### src/verilog/video_params.svh
`ifndef VIDEO_PARAMS_SVH
`define VIDEO_PARAMS_SVH

// 640x480 at 60 Hz, 25.175 MHz pixel clock

// horizontal timing, in pixels
`define H_VISIBLE       640
`define H_FRONT_PORCH   16
`define H_SYNC_PULSE    96
`define H_BACK_PORCH    48

// vertical timing, in lines
`define V_VISIBLE       480
`define V_FRONT_PORCH   10
`define V_SYNC_PULSE    2
`define V_BACK_PORCH    33

// offscreen pixels come before the visible part of a line
`define H_OFFSCREEN     (`H_FRONT_PORCH + `H_SYNC_PULSE + `H_BACK_PORCH)

`define H_TOTAL         (`H_OFFSCREEN + `H_VISIBLE)
`define V_TOTAL         (`V_VISIBLE + `V_FRONT_PORCH + `V_SYNC_PULSE + `V_BACK_PORCH)

// active level of each sync, both negative for this mode
`define H_SYNC_POL      1'b0
`define V_SYNC_POL      1'b0

// border colour after reset, dark grey so a live chip shows something
`define BORDER_RESET    8'h08

`endif

### src/verilog/video_timing_pkg.sv
package video_timing_pkg;

    // horizontal counter and pixel x, covers 0..H_TOTAL-1
    typedef logic [9:0] hres_t;

    // vertical counter and pixel y, covers 0..V_TOTAL-1
    typedef logic [9:0] vres_t;

    // one state per part of a line or frame
    // the order matters, each state advances to the next by adding one
    typedef enum logic [1:0] {
        PRE_SYNC    = 2'b00,    // front porch
        SYNC        = 2'b01,    // sync pulse
        POST_SYNC   = 2'b10,    // back porch
        VISIBLE     = 2'b11     // active video
    } sync_state_e;

endpackage

### src/verilog/video_regs_pkg.sv
package video_regs_pkg;

    typedef logic [15:0] word_t;        // register bus word
    typedef logic [7:0]  color_t;       // palette colour index
    typedef logic [4:0]  reg_num_t;     // register number on the bus

    // register map, gaps read as zero
    typedef enum logic [4:0] {
        XR_VID_CTRL     = 5'd0,         // border colour, interrupt status
        XR_VID_TOP      = 5'd4,         // window top line
        XR_VID_BOTTOM   = 5'd5,         // window bottom line, exclusive
        XR_VID_LEFT     = 5'd6,         // window left pixel
        XR_VID_RIGHT    = 5'd7,         // window right pixel, exclusive
        XR_SCANLINE     = 5'd8,         // read only
        XR_VID_HSIZE    = 5'd10,        // read only
        XR_VID_VSIZE    = 5'd11,        // read only
        XR_PA_GFX_CTRL  = 5'd16         // playfield A colour base and blank
    } xr_reg_e;

    // bit 3 is the vertical blank interrupt
    typedef logic [3:0] intr_t;

endpackage

### src/verilog/video_sync_gen.sv
`default_nettype none
`timescale 1ns/1ps

`include "video_params.svh"

module video_sync_gen (
    input  wire logic                       clk,
    input  wire logic                       reset_i,
    output      logic                       line_end_o,     // last visible pixel of a line
    output      logic                       vblank_start_o, // last visible pixel of a frame
    output      logic                       h_visible_o,
    output      logic                       v_visible_o,
    output      video_timing_pkg::vres_t    v_count_o,
    output      video_timing_pkg::hres_t    pix_x_o,        // pixel shown after the next edge
    output      video_timing_pkg::vres_t    pix_y_o,
    output      logic                       pix_de_o,
    output      logic                       hsync_o,
    output      logic                       vsync_o,
    output      logic                       dv_de_o
);
    import video_timing_pkg::*;

    sync_state_e    h_state;
    sync_state_e    h_state_next;
    hres_t          h_count;
    hres_t          h_count_next;
    hres_t          h_end;              // last count of the current h state

    sync_state_e    v_state;
    sync_state_e    v_state_next;
    vres_t          v_count;
    vres_t          v_count_next;
    vres_t          v_end;              // last line of the current v state

    logic           frame_end;          // last pixel of the final back porch line

    // horizontally the offscreen pixels come first, then the visible ones
    always_comb begin
        case (h_state)
            PRE_SYNC:   h_end = hres_t'(`H_FRONT_PORCH - 1);
            SYNC:       h_end = hres_t'(`H_FRONT_PORCH + `H_SYNC_PULSE - 1);
            POST_SYNC:  h_end = hres_t'(`H_OFFSCREEN - 1);
            VISIBLE:    h_end = hres_t'(`H_TOTAL - 1);
        endcase
    end

    // vertically the visible lines come first, blanking after them
    always_comb begin
        case (v_state)
            PRE_SYNC:   v_end = vres_t'(`V_VISIBLE + `V_FRONT_PORCH - 1);
            SYNC:       v_end = vres_t'(`V_VISIBLE + `V_FRONT_PORCH + `V_SYNC_PULSE - 1);
            POST_SYNC:  v_end = vres_t'(`V_TOTAL - 1);
            VISIBLE:    v_end = vres_t'(`V_VISIBLE - 1);
        endcase
    end

    always_comb h_state_next = (h_count == h_end) ? sync_state_e'(h_state + 2'd1) : h_state;

    // vertical state only moves at the end of a line
    always_comb begin
        v_state_next = v_state;
        if (line_end_o && v_count == v_end) begin
            v_state_next = sync_state_e'(v_state + 2'd1);
        end
    end

    always_comb line_end_o      = (h_state == VISIBLE) && (h_state_next == PRE_SYNC);
    always_comb vblank_start_o  = line_end_o && (v_state == VISIBLE) && (v_state_next == PRE_SYNC);
    always_comb frame_end       = line_end_o && (v_state == POST_SYNC) && (v_state_next == VISIBLE);

    always_comb begin
        h_count_next = h_count + 1'b1;
        v_count_next = v_count;
        if (line_end_o) begin
            h_count_next = '0;
            v_count_next = frame_end ? '0 : v_count + 1'b1;
        end
    end

    always_comb h_visible_o = (h_state == VISIBLE);
    always_comb v_visible_o = (v_state == VISIBLE);
    always_comb v_count_o   = v_count;

    // next-state pixel, lines up with the registered outputs below
    always_comb pix_x_o     = h_count_next - hres_t'(`H_OFFSCREEN);
    always_comb pix_y_o     = v_count_next;
    always_comb pix_de_o    = (h_state_next == VISIBLE) && (v_state_next == VISIBLE);

    always_ff @(posedge clk) begin
        if (reset_i) begin
            h_state <= PRE_SYNC;
            v_state <= PRE_SYNC;
            h_count <= '0;
            v_count <= '0;
            hsync_o <= ~`H_SYNC_POL;                // idle level
            vsync_o <= ~`V_SYNC_POL;
            dv_de_o <= 1'b0;
        end else begin
            h_state <= h_state_next;
            v_state <= v_state_next;
            h_count <= h_count_next;
            v_count <= v_count_next;
            hsync_o <= (h_state_next == SYNC) ? `H_SYNC_POL : ~`H_SYNC_POL;
            vsync_o <= (v_state_next == SYNC) ? `V_SYNC_POL : ~`V_SYNC_POL;
            dv_de_o <= pix_de_o;
        end
    end

endmodule

`default_nettype wire

### src/verilog/video_regs.sv
`default_nettype none
`timescale 1ns/1ps

`include "video_params.svh"

module video_regs (
    input  wire logic                       clk,
    input  wire logic                       reset_i,
    input  wire logic                       wb_cyc_i,
    input  wire logic                       wb_stb_i,
    input  wire logic                       wb_we_i,
    input  wire video_regs_pkg::reg_num_t   wb_adr_i,
    input  wire video_regs_pkg::word_t      wb_dat_i,
    output      logic                       wb_ack_o,
    output      video_regs_pkg::word_t      wb_dat_o,
    input  wire video_regs_pkg::intr_t      intr_status_i,  // pending interrupts, read back only
    output      video_regs_pkg::intr_t      intr_o,         // one cycle interrupt pulses
    input  wire logic                       vblank_start_i,
    input  wire logic                       h_visible_i,
    input  wire logic                       v_visible_i,
    input  wire video_timing_pkg::vres_t    v_count_i,
    output      video_regs_pkg::color_t     border_color_o,
    output      video_timing_pkg::vres_t    vid_top_o,
    output      video_timing_pkg::vres_t    vid_bottom_o,
    output      video_timing_pkg::hres_t    vid_left_o,
    output      video_timing_pkg::hres_t    vid_right_o,
    output      video_regs_pkg::color_t     pa_colorbase_o,
    output      logic                       pa_blank_o
);
    import video_timing_pkg::*;
    import video_regs_pkg::*;

    logic   bus_req;            // new cycle seen, ack goes out on this edge
    logic   wr_en;
    word_t  rd_data;

    always_comb bus_req = wb_cyc_i && wb_stb_i && !wb_ack_o;
    always_comb wr_en   = bus_req && wb_we_i;

    // single cycle ack, dropped again even if the host keeps stb high
    always_ff @(posedge clk) begin
        if (reset_i) begin
            wb_ack_o <= 1'b0;
        end else begin
            wb_ack_o <= bus_req;
        end
    end

    always_ff @(posedge clk) begin
        if (reset_i) begin
            border_color_o  <= `BORDER_RESET;
            vid_top_o       <= '0;
            vid_bottom_o    <= vres_t'(`V_VISIBLE);
            vid_left_o      <= '0;
            vid_right_o     <= hres_t'(`H_VISIBLE);
            pa_colorbase_o  <= '0;
            pa_blank_o      <= 1'b1;                // playfield A starts blanked
            intr_o          <= '0;
        end else begin
            intr_o <= '0;
            if (wr_en) begin
                case (wb_adr_i)
                    XR_VID_CTRL: begin
                        border_color_o  <= wb_dat_i[15:8];
                        intr_o          <= wb_dat_i[3:0];   // software triggered interrupts
                    end
                    XR_VID_TOP: begin
                        vid_top_o <= wb_dat_i[9:0];
                    end
                    XR_VID_BOTTOM: begin
                        vid_bottom_o <= wb_dat_i[9:0];
                    end
                    XR_VID_LEFT: begin
                        vid_left_o <= wb_dat_i[9:0];
                    end
                    XR_VID_RIGHT: begin
                        vid_right_o <= wb_dat_i[9:0];
                    end
                    XR_PA_GFX_CTRL: begin
                        pa_colorbase_o  <= wb_dat_i[15:8];
                        pa_blank_o      <= wb_dat_i[7];
                    end
                    default: begin
                    end
                endcase
            end
            // vertical blank interrupt, once per frame
            if (vblank_start_i) begin
                intr_o[3] <= 1'b1;
            end
        end
    end

    always_comb begin
        case (wb_adr_i)
            XR_VID_CTRL:    rd_data = {border_color_o, 4'b0000, intr_status_i};
            XR_VID_TOP:     rd_data = word_t'(vid_top_o);
            XR_VID_BOTTOM:  rd_data = word_t'(vid_bottom_o);
            XR_VID_LEFT:    rd_data = word_t'(vid_left_o);
            XR_VID_RIGHT:   rd_data = word_t'(vid_right_o);
            XR_SCANLINE:    rd_data = {~v_visible_i, ~h_visible_i, 4'b0000, v_count_i};
            XR_VID_HSIZE:   rd_data = word_t'(`H_VISIBLE);
            XR_VID_VSIZE:   rd_data = word_t'(`V_VISIBLE);
            XR_PA_GFX_CTRL: rd_data = {pa_colorbase_o, pa_blank_o, 7'b0000000};
            default:        rd_data = '0;       // unmapped numbers
        endcase
    end

    // address is held by the host, so this is valid in the ack cycle
    always_ff @(posedge clk) begin
        wb_dat_o <= rd_data;
    end

endmodule

`default_nettype wire

### src/verilog/video_window.sv
`default_nettype none
`timescale 1ns/1ps

module video_window (
    input  wire logic                       clk,
    input  wire logic                       reset_i,
    input  wire video_timing_pkg::hres_t    pix_x_i,
    input  wire video_timing_pkg::vres_t    pix_y_i,
    input  wire logic                       pix_de_i,
    input  wire video_regs_pkg::color_t     border_color_i,
    input  wire video_timing_pkg::vres_t    vid_top_i,
    input  wire video_timing_pkg::vres_t    vid_bottom_i,
    input  wire video_timing_pkg::hres_t    vid_left_i,
    input  wire video_timing_pkg::hres_t    vid_right_i,
    input  wire video_regs_pkg::color_t     pa_colorbase_i,
    input  wire logic                       pa_blank_i,
    output      video_regs_pkg::color_t     color_index_o
);
    import video_regs_pkg::*;

    logic   in_window;
    color_t color_next;

    // right and bottom bounds are exclusive
    always_comb in_window = (pix_x_i >= vid_left_i) && (pix_x_i < vid_right_i) &&
                            (pix_y_i >= vid_top_i) && (pix_y_i < vid_bottom_i);

    always_comb begin
        if (!pix_de_i) begin
            color_next = '0;                        // blanking
        end else if (!in_window || pa_blank_i) begin
            color_next = border_color_i;
        end else begin
            color_next = pa_colorbase_i;
        end
    end

    always_ff @(posedge clk) begin
        if (reset_i) begin
            color_index_o <= '0;
        end else begin
            color_index_o <= color_next;            // same edge as dv_de_o
        end
    end

endmodule

`default_nettype wire

### src/verilog/video_gen.sv
`default_nettype none
`timescale 1ns/1ps

module video_gen (
    input  wire logic                       clk,
    input  wire logic                       reset_i,
    input  wire logic                       wb_cyc_i,
    input  wire logic                       wb_stb_i,
    input  wire logic                       wb_we_i,
    input  wire video_regs_pkg::reg_num_t   wb_adr_i,
    input  wire video_regs_pkg::word_t      wb_dat_i,
    output      logic                       wb_ack_o,
    output      video_regs_pkg::word_t      wb_dat_o,
    input  wire video_regs_pkg::intr_t      intr_status_i,
    output      video_regs_pkg::intr_t      intr_o,
    output      logic                       hsync_o,
    output      logic                       vsync_o,
    output      logic                       dv_de_o,
    output      video_regs_pkg::color_t     color_index_o
);
    import video_timing_pkg::*;
    import video_regs_pkg::*;

    logic   vblank_start;
    logic   h_visible;
    logic   v_visible;
    vres_t  v_count;

    hres_t  pix_x;
    vres_t  pix_y;
    logic   pix_de;

    color_t border_color;
    vres_t  vid_top;
    vres_t  vid_bottom;
    hres_t  vid_left;
    hres_t  vid_right;
    color_t pa_colorbase;
    logic   pa_blank;

    video_sync_gen sync0 (
        .clk(clk),
        .reset_i(reset_i),
        .line_end_o(),                  // per line strobe, no consumer here
        .vblank_start_o(vblank_start),
        .h_visible_o(h_visible),
        .v_visible_o(v_visible),
        .v_count_o(v_count),
        .pix_x_o(pix_x),
        .pix_y_o(pix_y),
        .pix_de_o(pix_de),
        .hsync_o(hsync_o),
        .vsync_o(vsync_o),
        .dv_de_o(dv_de_o)
    );

    video_regs regs0 (
        .clk(clk),
        .reset_i(reset_i),
        .wb_cyc_i(wb_cyc_i),
        .wb_stb_i(wb_stb_i),
        .wb_we_i(wb_we_i),
        .wb_adr_i(wb_adr_i),
        .wb_dat_i(wb_dat_i),
        .wb_ack_o(wb_ack_o),
        .wb_dat_o(wb_dat_o),
        .intr_status_i(intr_status_i),
        .intr_o(intr_o),
        .vblank_start_i(vblank_start),
        .h_visible_i(h_visible),
        .v_visible_i(v_visible),
        .v_count_i(v_count),
        .border_color_o(border_color),
        .vid_top_o(vid_top),
        .vid_bottom_o(vid_bottom),
        .vid_left_o(vid_left),
        .vid_right_o(vid_right),
        .pa_colorbase_o(pa_colorbase),
        .pa_blank_o(pa_blank)
    );

    video_window window0 (
        .clk(clk),
        .reset_i(reset_i),
        .pix_x_i(pix_x),
        .pix_y_i(pix_y),
        .pix_de_i(pix_de),
        .border_color_i(border_color),
        .vid_top_i(vid_top),
        .vid_bottom_i(vid_bottom),
        .vid_left_i(vid_left),
        .vid_right_i(vid_right),
        .pa_colorbase_i(pa_colorbase),
        .pa_blank_i(pa_blank),
        .color_index_o(color_index_o)
    );

endmodule

`default_nettype wire

### config.mk
export PLATFORM = sky130hd
export DESIGN_NAME = video_gen
export DESIGN_NICKNAME = d
export VERILOG_FILES = /design/src/verilog/video_timing_pkg.sv /design/src/verilog/video_regs_pkg.sv /design/src/verilog/video_sync_gen.sv /design/src/verilog/video_regs.sv /design/src/verilog/video_window.sv /design/src/verilog/video_gen.sv
export VERILOG_INCLUDE_DIRS = /design/src /design/src/verilog
export SDC_FILE = /design/constraint.sdc
export NUM_CORES = 1
export LEC_CHECK = 0
export BUFFER_PORTS_ARGS = -buffer_cell sky130_fd_sc_hd__buf_2
export CORE_MARGIN = 1.5
export CORE_UTILIZATION = 40
export CTS_BUF_LIST = sky130_fd_sc_hd__clkbuf_8 sky130_fd_sc_hd__clkbuf_16
export CTS_CLUSTER_SIZE = 30
export DETAILED_ROUTE_END_ITERATION = 8
export PLACE_DENSITY = 0.59
export SYNTH_ARGS = -nofsm -noshare
export SYNTH_HDL_FRONTEND = slang
export SYNTH_SLANG_ARGS = --single-unit
### constraint.sdc
create_clock -name clk -period 4.7 [get_ports clk]
set_input_delay 0.47 -clock clk [delete_from_list [all_inputs] [get_ports clk]]
set_output_delay 0.47 -clock clk [all_outputs]
set_load 0.03 [all_outputs]
== Word level (Yosys, flattened, before mapping) ==
Index checks and enable logic that the tools add are counted.

* Add/sub/neg operators: 5
* $lt $le $gt $ge: 4
* Eq/ne operators: 20
* Multiplexer cells: 14
* Bitwise logic cells: 5
* Reductions and logical operators: 29

{| class="wikitable"
|+ Operator list
! operator !! count
|-
| 16-bit case mux with 9 select lines || 1
|-
| 10-bit case mux with 4 select lines || 2
|-
| 10-bit 2-to-1 mux || 3
|-
| 10-bit by 1-bit adder with 10-bit output (second input constant) || 2
|-
| 10-bit == test || 2
|-
| 5-bit by 3-bit == test with 1-bit output (second input constant) || 4
|-
| 10-bit >= comparator || 2
|-
| 10-bit < comparator || 2
|-
| 5-bit by 4-bit == test with 1-bit output (second input constant) || 3
|-
| 1-bit logical AND || 13
|-
| 2-bit == test (second input constant) || 6
|-
| 2-bit AND reduction || 6
|-
| 10-bit by 8-bit subtractor with 10-bit output (second input constant) || 1
|-
| 2-bit by 1-bit == test with 1-bit output (second input constant) || 4
|-
| 2-bit logical NOT || 4
|-
| 4-bit 2-to-1 mux || 2
|-
| 8-bit 2-to-1 mux || 1
|-
| 5-bit == test (second input constant) || 1
|-
| 5-bit logical NOT || 1
|-
| 1-bit inverter || 5
|-
| 2-bit by 1-bit adder with 2-bit output (second input constant) || 2
|-
| 2-bit 2-to-1 mux || 2
|-
| 1-bit 2-to-1 mux || 3
|-
| 3-bit OR reduction || 1
|-
| other kinds (3) || 4
|}

* Bits in registers: 113
* Input port bits: 30
* Output and inout port bits: 32

== Logic depth before layout (Yosys ltp) ==
Gate-level depths: netlist (run 1).

* Depth after elaboration: 18
* Gate-level depth with buffers: 20

== By module ==
Synthesis (run 1) repeated with hierarchy kept, for this count alone.

* Cell total of the unflattened synthesis: 740
* Area total of the unflattened synthesis: 6200.9 um^2

{| class="wikitable"
|+ By module, submodules not included
! module !! instances !! cells an instance !! area each (um^2)
|-
| video_regs || 1 || 340 || 3059.2
|-
| video_sync_gen || 1 || 235 || 1845.5
|-
| video_window || 1 || 165 || 1296.2
|}

== Worst setup path before layout (run 1) ==
Ideal clock, no wire load.

* Path kind: flip-flop to flip-flop
* Start point: register sync0.h_state[0]
* End point: register window0.color_index_o[6]
* Library setup time: 74 ps
* Arrival time: 4600 ps
* Required time: 4626 ps
* Setup slack: 26 ps
* Cell stages (with the launch flop): 21
* Buffers on the path: 1
* Clock period less this slack: 4674 ps
* Cells stage by stage: dfxtp_1 inv_1 ha_1 xnor2_1 o211a_1 a211oi_2 o21ai_1 nand2_1 ha_1 o311ai_0 o21ai_0 a21oi_1 ha_1 nand2_1 o22ai_1 a211o_1 nor4_1 o21ai_0 clkbuf_1 or4b_1 a21oi_1

* Longest elaborated chain between the ends: 18

{| class="wikitable"
|+ Ends and longest elaborated chain
! item !! RTL line !! RTL
|-
| start, declared || video_sync_gen.sv:23 || <nowiki>sync_state_e h_state;</nowiki>
|-
| start signal, assigned || video_sync_gen.sv:99 || <nowiki>h_state <= h_state_next;</nowiki>
|-
| parallel branches: the longest is 18 deep, another holds 10-bit by 8-bit subtractor with 10-bit output || - ||
|-
| end signal, assigned || video_window.sv:42 || <nowiki>color_index_o <= color_next;</nowiki>
|-
| end, declared || video_window.sv:17 || <nowiki>output video_regs_pkg::color_t color_index_o</nowiki>
|}

Parallel ways; which one is timed is not known. The select of a mux whose other input is x is not followed.
A chain may end at the register's enable or synchronous reset.

== Worst setup path in the final report (run 1) ==
Same ends and word-level chain as after synthesis.

==> metrics.yaml, run 1 <==
fin_crit_sh_pct: 96.1
num_antenna_cells: 0
clk_latency_ps: 430
synth_edf_count: 0
startpoint_type: "flip-flop"
nFillCells: 1454
switching_share_pct: 23.6
layout.nets: 907
total_power_w: 0.00227
irDropWorstVdd_mv: 0.251
post-route-drc-count: 0
r2r_slack_ps: 180
cp_max_fo: 16
p_int_w: 0.00173
clockBufferDepth: 2
tritoncts: "done"
cp-end-kind: "flip-flop"
num_vias: 5712
pwr-share-seq_pct: 42.6
place_congestion: 0.891
power.density_mw_per_mm2: 303
first_pass_iters: 7
drive_above_1_share_pct: 17.5
synth_flop_cell: "dfxtp_1"
cp.arrival_ps: 4850
final.setup.tns_ps: 0
timing.final.crit_period_ps: 4520
setup_viol: 0
antenna_found_initial: 0
ys_types: 61
required_ps: 5040
wl_per_cell_um: 17.7
die-area_mm2: 0.0164
cts-root-buf: "clkbuf_16"
ys_async_sr_fraction_pct: 0
dp_hpwl_um: 14100
io_buffers: 61
grt_max_degree: 82
skew_ps: 11.8
utilization_pct: 49.1
synth_area_per_cell_um2: 8.23
clkTransAtPathRegs_ps: 60
grt_pass1_vias: 5503
grt.total_usage_pct: 23.5
netlist_area_mm2: 0.00627
crit_type: "flip-flop to flip-flop"
synth_seq_cells: 113
syn_to_final_growth_pct: 19.4
routed_wl_um: 18600
cts_sinks: 113
max_slew.worst_pin.slew_ps: 974
multi_input_area_mm2: 0.00370
first_iter_violations: 495
regArea_mm2: 0.00226
drv_slew: 0
ant_nets: 0
via_per_inst: 5.43
clock.fmax_mhz: 221
leakagePower_nw: 3.13
die_w_um: 128
grt_pass1_wl_um: 29300
hold_class: "input pin to flip-flop"
status: "complete, no violations"
io-pin-count: 62
switchingPower_w: 0.000537
grt_overflow: 0
cts-htree-levels: 4
clockPowerShare_pct: 53.0
synth_cells: 762
cts_buffers: 17
ys_seq_area_share_pct: 36.1
maxCapViolCount: 0
yosysWarningCount: 0
maxSlewHeadroom_pct: 34.8
core_mm2: 0.0153
combPwrFrac_pct: 4.4
hold_viol: 0
synth_nets: 841
holdBufCountCts: 0
start_util_pct: 41.1
rows: 45
fp.dieH_um: 128
power groups by stage:
stage	Combinational (W)	Sequential [W]	Clock, W
5_1_grt	0.000110	0.000968	0.00127
4_1_cts	0.0000996	0.000968	0.00123
6_report	0.0000988	0.000968	0.00120
3_5_place_dp	0.0000991	0.000989	0
2_1_floorplan	0.0000519	0.000994	0
3_3_place_gp	0.0000969	0.000988	0
state kept, by name (all words and copies together), names as in the netlist, 2 cells and up:
register               cells
regs0.border_color_o       8
regs0.intr_o               4
regs0.pa_colorbase_o       8
regs0.vid_bottom_o        10
regs0.vid_left_o          10
regs0.vid_right_o         10
regs0.vid_top_o           10
regs0.wb_dat_o            16
sync0.h_count             10
sync0.h_state              2
sync0.v_count_o           10
sync0.v_state              2
window0.color_index_o      8
layout by cell type, fill, tap and decap left out, types with 5 or more instances in the layout:
cell type	instances
dfxtp_1	113
nand2_1	90
nor2_1	69
a21oi_1	66
buf_2	61
inv_1	50
ha_1	48
mux2i_1	34
nand3_1	30
buf_4	29
o21ai_0	24
nor3_1	22
clkbuf_16	17
xnor2_1	12
o31ai_1	9
xor2_1	8
nor3b_1	8
nor2b_1	8
or4b_1	8
a21o_1	7
a211o_1	7
and3_1	7
a22oi_1	7
o22ai_1	6
a22o_1	6
and2_1	5
nand4_1	5
path summary, 6_finish.rpt:
kind	to	cells after the start	start
setup / recovery	window0.color_index_o[6]$_SDFF_PP0_	19	sync0.h_state[0]$_SDFF_PP0_
hold / removal	regs0.wb_dat_o[0]$_DFF_P_	3	intr_status_i[0]
setup reg to reg	window0.color_index_o[6]$_SDFF_PP0_	19	sync0.h_state[0]$_SDFF_PP0_
hold reg to reg	regs0.wb_ack_o$_SDFF_PP0_	1	regs0.wb_ack_o$_SDFF_PP0_
cells by family after synthesis:
logic type                 synth area share, %
muxes                                     5.61
and+or+nand+nor                           22.5
DFF                                       36.1
AOI/OAI and AO/OA                         17.1
xor gates and xnor gates                  2.93
buffers and inverters                     6.05
adders and majority gates                 9.78
through the flow:
step           hold slack, ps  cell area [um^2]  cells  setup slack, ps
2_1_floorplan             436              6270    762             26.0
3_3_place_gp              449              6850   1018              151
3_5_place_dp              459              6850   1018            -71.8
4_1_cts                   233              7420   1049             13.3
5_1_grt                   274              7490   1051           -0.951
6_report                  248              7490   1051              183
cells in the mapped netlist (all sizes together), types with 3 or more instances:
master / n / area, um^2
a211o: 7 / 61.3
a21o: 7 / 52.6
a21oi: 67 / 335
a221oi: 3 / 26.3
a22o: 6 / 52.6
a22oi: 7 / 52.6
and2: 8 / 50.1
and3: 9 / 61.3
and4: 3 / 26.3
buf: 9 / 67.6
clkbuf: 34 / 128
dfxtp: 113 / 2260
ha: 49 / 613
inv: 49 / 184
mux2i: 34 / 340
nand2: 91 / 342
nand2b: 4 / 25.0
nand3: 30 / 150
nand3b: 4 / 30.0
nand4: 5 / 31.3
nor2: 69 / 259
nor2b: 8 / 50.1
nor3: 26 / 145
nor3b: 9 / 67.6
nor4: 6 / 52.6
o211ai: 4 / 43.8
o21a: 3 / 22.5
o21ai: 29 / 145
o22ai: 6 / 37.5
o31ai: 11 / 82.6
or4b: 8 / 80.1
xnor2: 13 / 114
xor2: 8 / 70.1
timing repair:
item / CTS / global route
resized for setup: 2 / 19
endpoints found under the setup margin: 8 / 8
buffers inserted: 0 / 2
pin swaps: 1 / 5
worst max-delay path: stages (launching register included):
cell and delay, ps:
dfxtp_1 370, inv_1 60, ha_1 220, xnor2_2 200, o211a_1 220, a211oi_2 80
buf_4 150, o21a_2 280, nor2_1 200, a21boi_0 310, mux2i_1 360, ha_1 310
nand2_1 80, o22ai_1 80, a211o_1 240, nor4_2 280, o21ai_1 120, buf_4 200
or4b_1 500, a21oi_1 140
metal layers:
layer	up-vias	track usage (%)	part of all wire (%)
met3	29	3.55	4.7
met1	2735	31.8	45
met4	0	9.05	2.2
li1	2801	-	-
met2	147	37.7	48
met5	-	0	0
cell type report:
cell class              instances  area share (%)
inverters                      49            2.46
multi-input cells             557            49.4
flip-flops and latches        113            30.2
clock buffers                  18            5.87
repair buffers                 90            6.99
clock inverters                13            1.52
well taps                     211            3.53
No activity file was read; power rests on OpenSTA's default activity.
==> inputs of run 2 (changes only) <==
CORE_UTILIZATION = 35   (was 40)
PLACE_DENSITY = 0.53   (was 0.59)
==> metrics.yaml, run 2 (synthesis results as in run 1) <==
required_ps: 5030
mostFrequentLayoutCells: "dfxtp_1 (110), nand2_1 (90), nor2_1 (69)"
dp_slack_ps: -128
cp_max_fo: 16
leakagePower_nw: 3.14
clockPowerShare_pct: 54.0
switchingPower_w: 0.000530
final.setup.tns_ps: 0
fp.dieH_um: 137
pwr-share-seq_pct: 41.6
power.density_mw_per_mm2: 308
cp_slowest_stage_delay_ps: 500
cts_sinks: 113
antenna_found_initial: 0
wl_per_cell_um: 17.3
clock.fmax_mhz: 224
p_int_w: 0.00179
grt_max_degree: 81
cp.arrival_ps: 4800
layout.nets: 904
grt_pass1_wl_um: 28800
hold_viol: 0
syn_to_final_growth_pct: 20.4
die-area_mm2: 0.0187
critical_path.slowest_cell: "or4b_1"
die_w_um: 137
crit_type: "flip-flop to flip-flop"
utilization_pct: 43.3
skew_ps: 15.5
post-route-drc-count: 0
tritoncts: "done"
grt.total_usage_pct: 20.5
fin_crit_sh_pct: 95.1
cp-end-kind: "flip-flop"
switching_share_pct: 22.8
drv_slew: 0
layout_commonest_cell: "dfxtp_1"
cts-root-buf: "clkbuf_16"
setup_ws_ps: 232
place_congestion: 0.882
start_util_pct: 36.0
io_buffers: 61
setup_viol: 0
largest_reg_flops: 16
cts_buffers: 17
ant_nets: 0
routed_wl_um: 18400
combPwrFrac_pct: 4.3
rows: 48
num_antenna_cells: 0
nFillCells: 1786
first_iter_violations: 322
num_vias: 5573
via_per_inst: 5.25
largest-register: "regs0.wb_dat_o"
first_pass_iters: 5
core_mm2: 0.0174
hold_class: "input pin to flip-flop"
holdWs_ps: 241
io-pin-count: 62
maxSlewHeadroom_pct: 37.1
timing.final.crit_period_ps: 4470
dp_hpwl_um: 13500
startpoint_type: "flip-flop"
clkTransAtPathRegs_ps: 50
maxCapViolCount: 0
max_slew.worst_pin.slew_ps: 938
clockBufferDepth: 2
grt_overflow: 0
crit_chain: "ha_1, and3_1, o211a_1, a211oi_4, o21ai_2, nand2_1, ha_2, o311ai_1, o21ai_1, a21oi_2, ha_1, nand4_1, a211o_1, nand4_1, nor4_2, o21ai_1, buf_4, or4b_1, a21oi_1"
drive_above_1_share_pct: 17.9
clk_latency_ps: 430
status: "complete, no violations"
cts-htree-levels: 4
grt_pass1_vias: 5184
irDropWorstVdd_mv: 0.239
==> run 2: repair_timing <==
item	4_1_cts	5_1_grt
resized for setup	4	27
endpoints found under the setup margin	8	8
hold buffers	0	0
pin swaps	2	9
setup buffers	1	1
hold endpoints to repair	0	0
==> run 2: layer usage <==
metal	global-route usage, %	share of wire [%]	vias to the layer above
li1	-	-	2793
met1	29.2	50	2627
met2	30.6	44	130
met3	4.59	4.4	23
met4	6.73	1.9	0
met5	0	0	-
==> run 2: worst paths after layout <==
kind | depth (start not counted) | slack (ps) | from | to
setup / recovery | 19 | 230 | sync0.h_count[0]$_SDFF_PP0_ | window0.color_index_o[7]$_SDFF_PP0_
hold / removal | 2 | 240 | reset_i | sync0.h_state[0]$_SDFF_PP0_
setup reg to reg | 19 | 230 | sync0.h_count[0]$_SDFF_PP0_ | window0.color_index_o[7]$_SDFF_PP0_
hold reg to reg | 2 | 460 | regs0.vid_top_o[8]$_SDFFE_PP0P_ | regs0.vid_top_o[8]$_SDFFE_PP0P_
==> run 2: area by class of cell <==
class,instances,area (um^2),share of cell area (%)
multi-input combinational,557,3730,49.4
tap,225,282,3.73
inverter,49,184,2.44
clock inverter,12,119,1.57
clock buffer,19,453,6.00
sequential,113,2270,30.1
timing repair buffer,87,513,6.80
==> run 2: critical path, delay by kind of cell, from the launching register on <==
kind	cells	cell delay [ps]
flip-flops	1	340
adder cells (fa/ha/maj)	3	710
AND/OR/NAND/NOR	6	1540
AO/OA/AOI/OAI	9	1580
buffers and inverters	1	200
==> run 2: power groups by stage <==
stage | logic (W) | registers (W) | clock network, W
after floorplan | 0.0000519 | 0.000994 | 0
after global placement | 0.000100 | 0.000989 | 0
after detailed placement | 0.0000999 | 0.000989 | 0
after CTS | 0.000100 | 0.000968 | 0.00128
after global routing | 0.000109 | 0.000968 | 0.00132
final | 0.000100 | 0.000968 | 0.00126
==> run 2: stage by stage <==
stage | cell area (um^2) | total power, W | instances
4_1_cts | 7450 | 0.00235 | 1061
5_1_grt | 7550 | 0.00240 | 1062
6_report | 7550 | 0.00232 | 1062
2_1_floorplan | 6270 | 0.00105 | 762
3_3_place_gp | 6860 | 0.00109 | 1029
3_5_place_dp | 6860 | 0.00109 | 1029
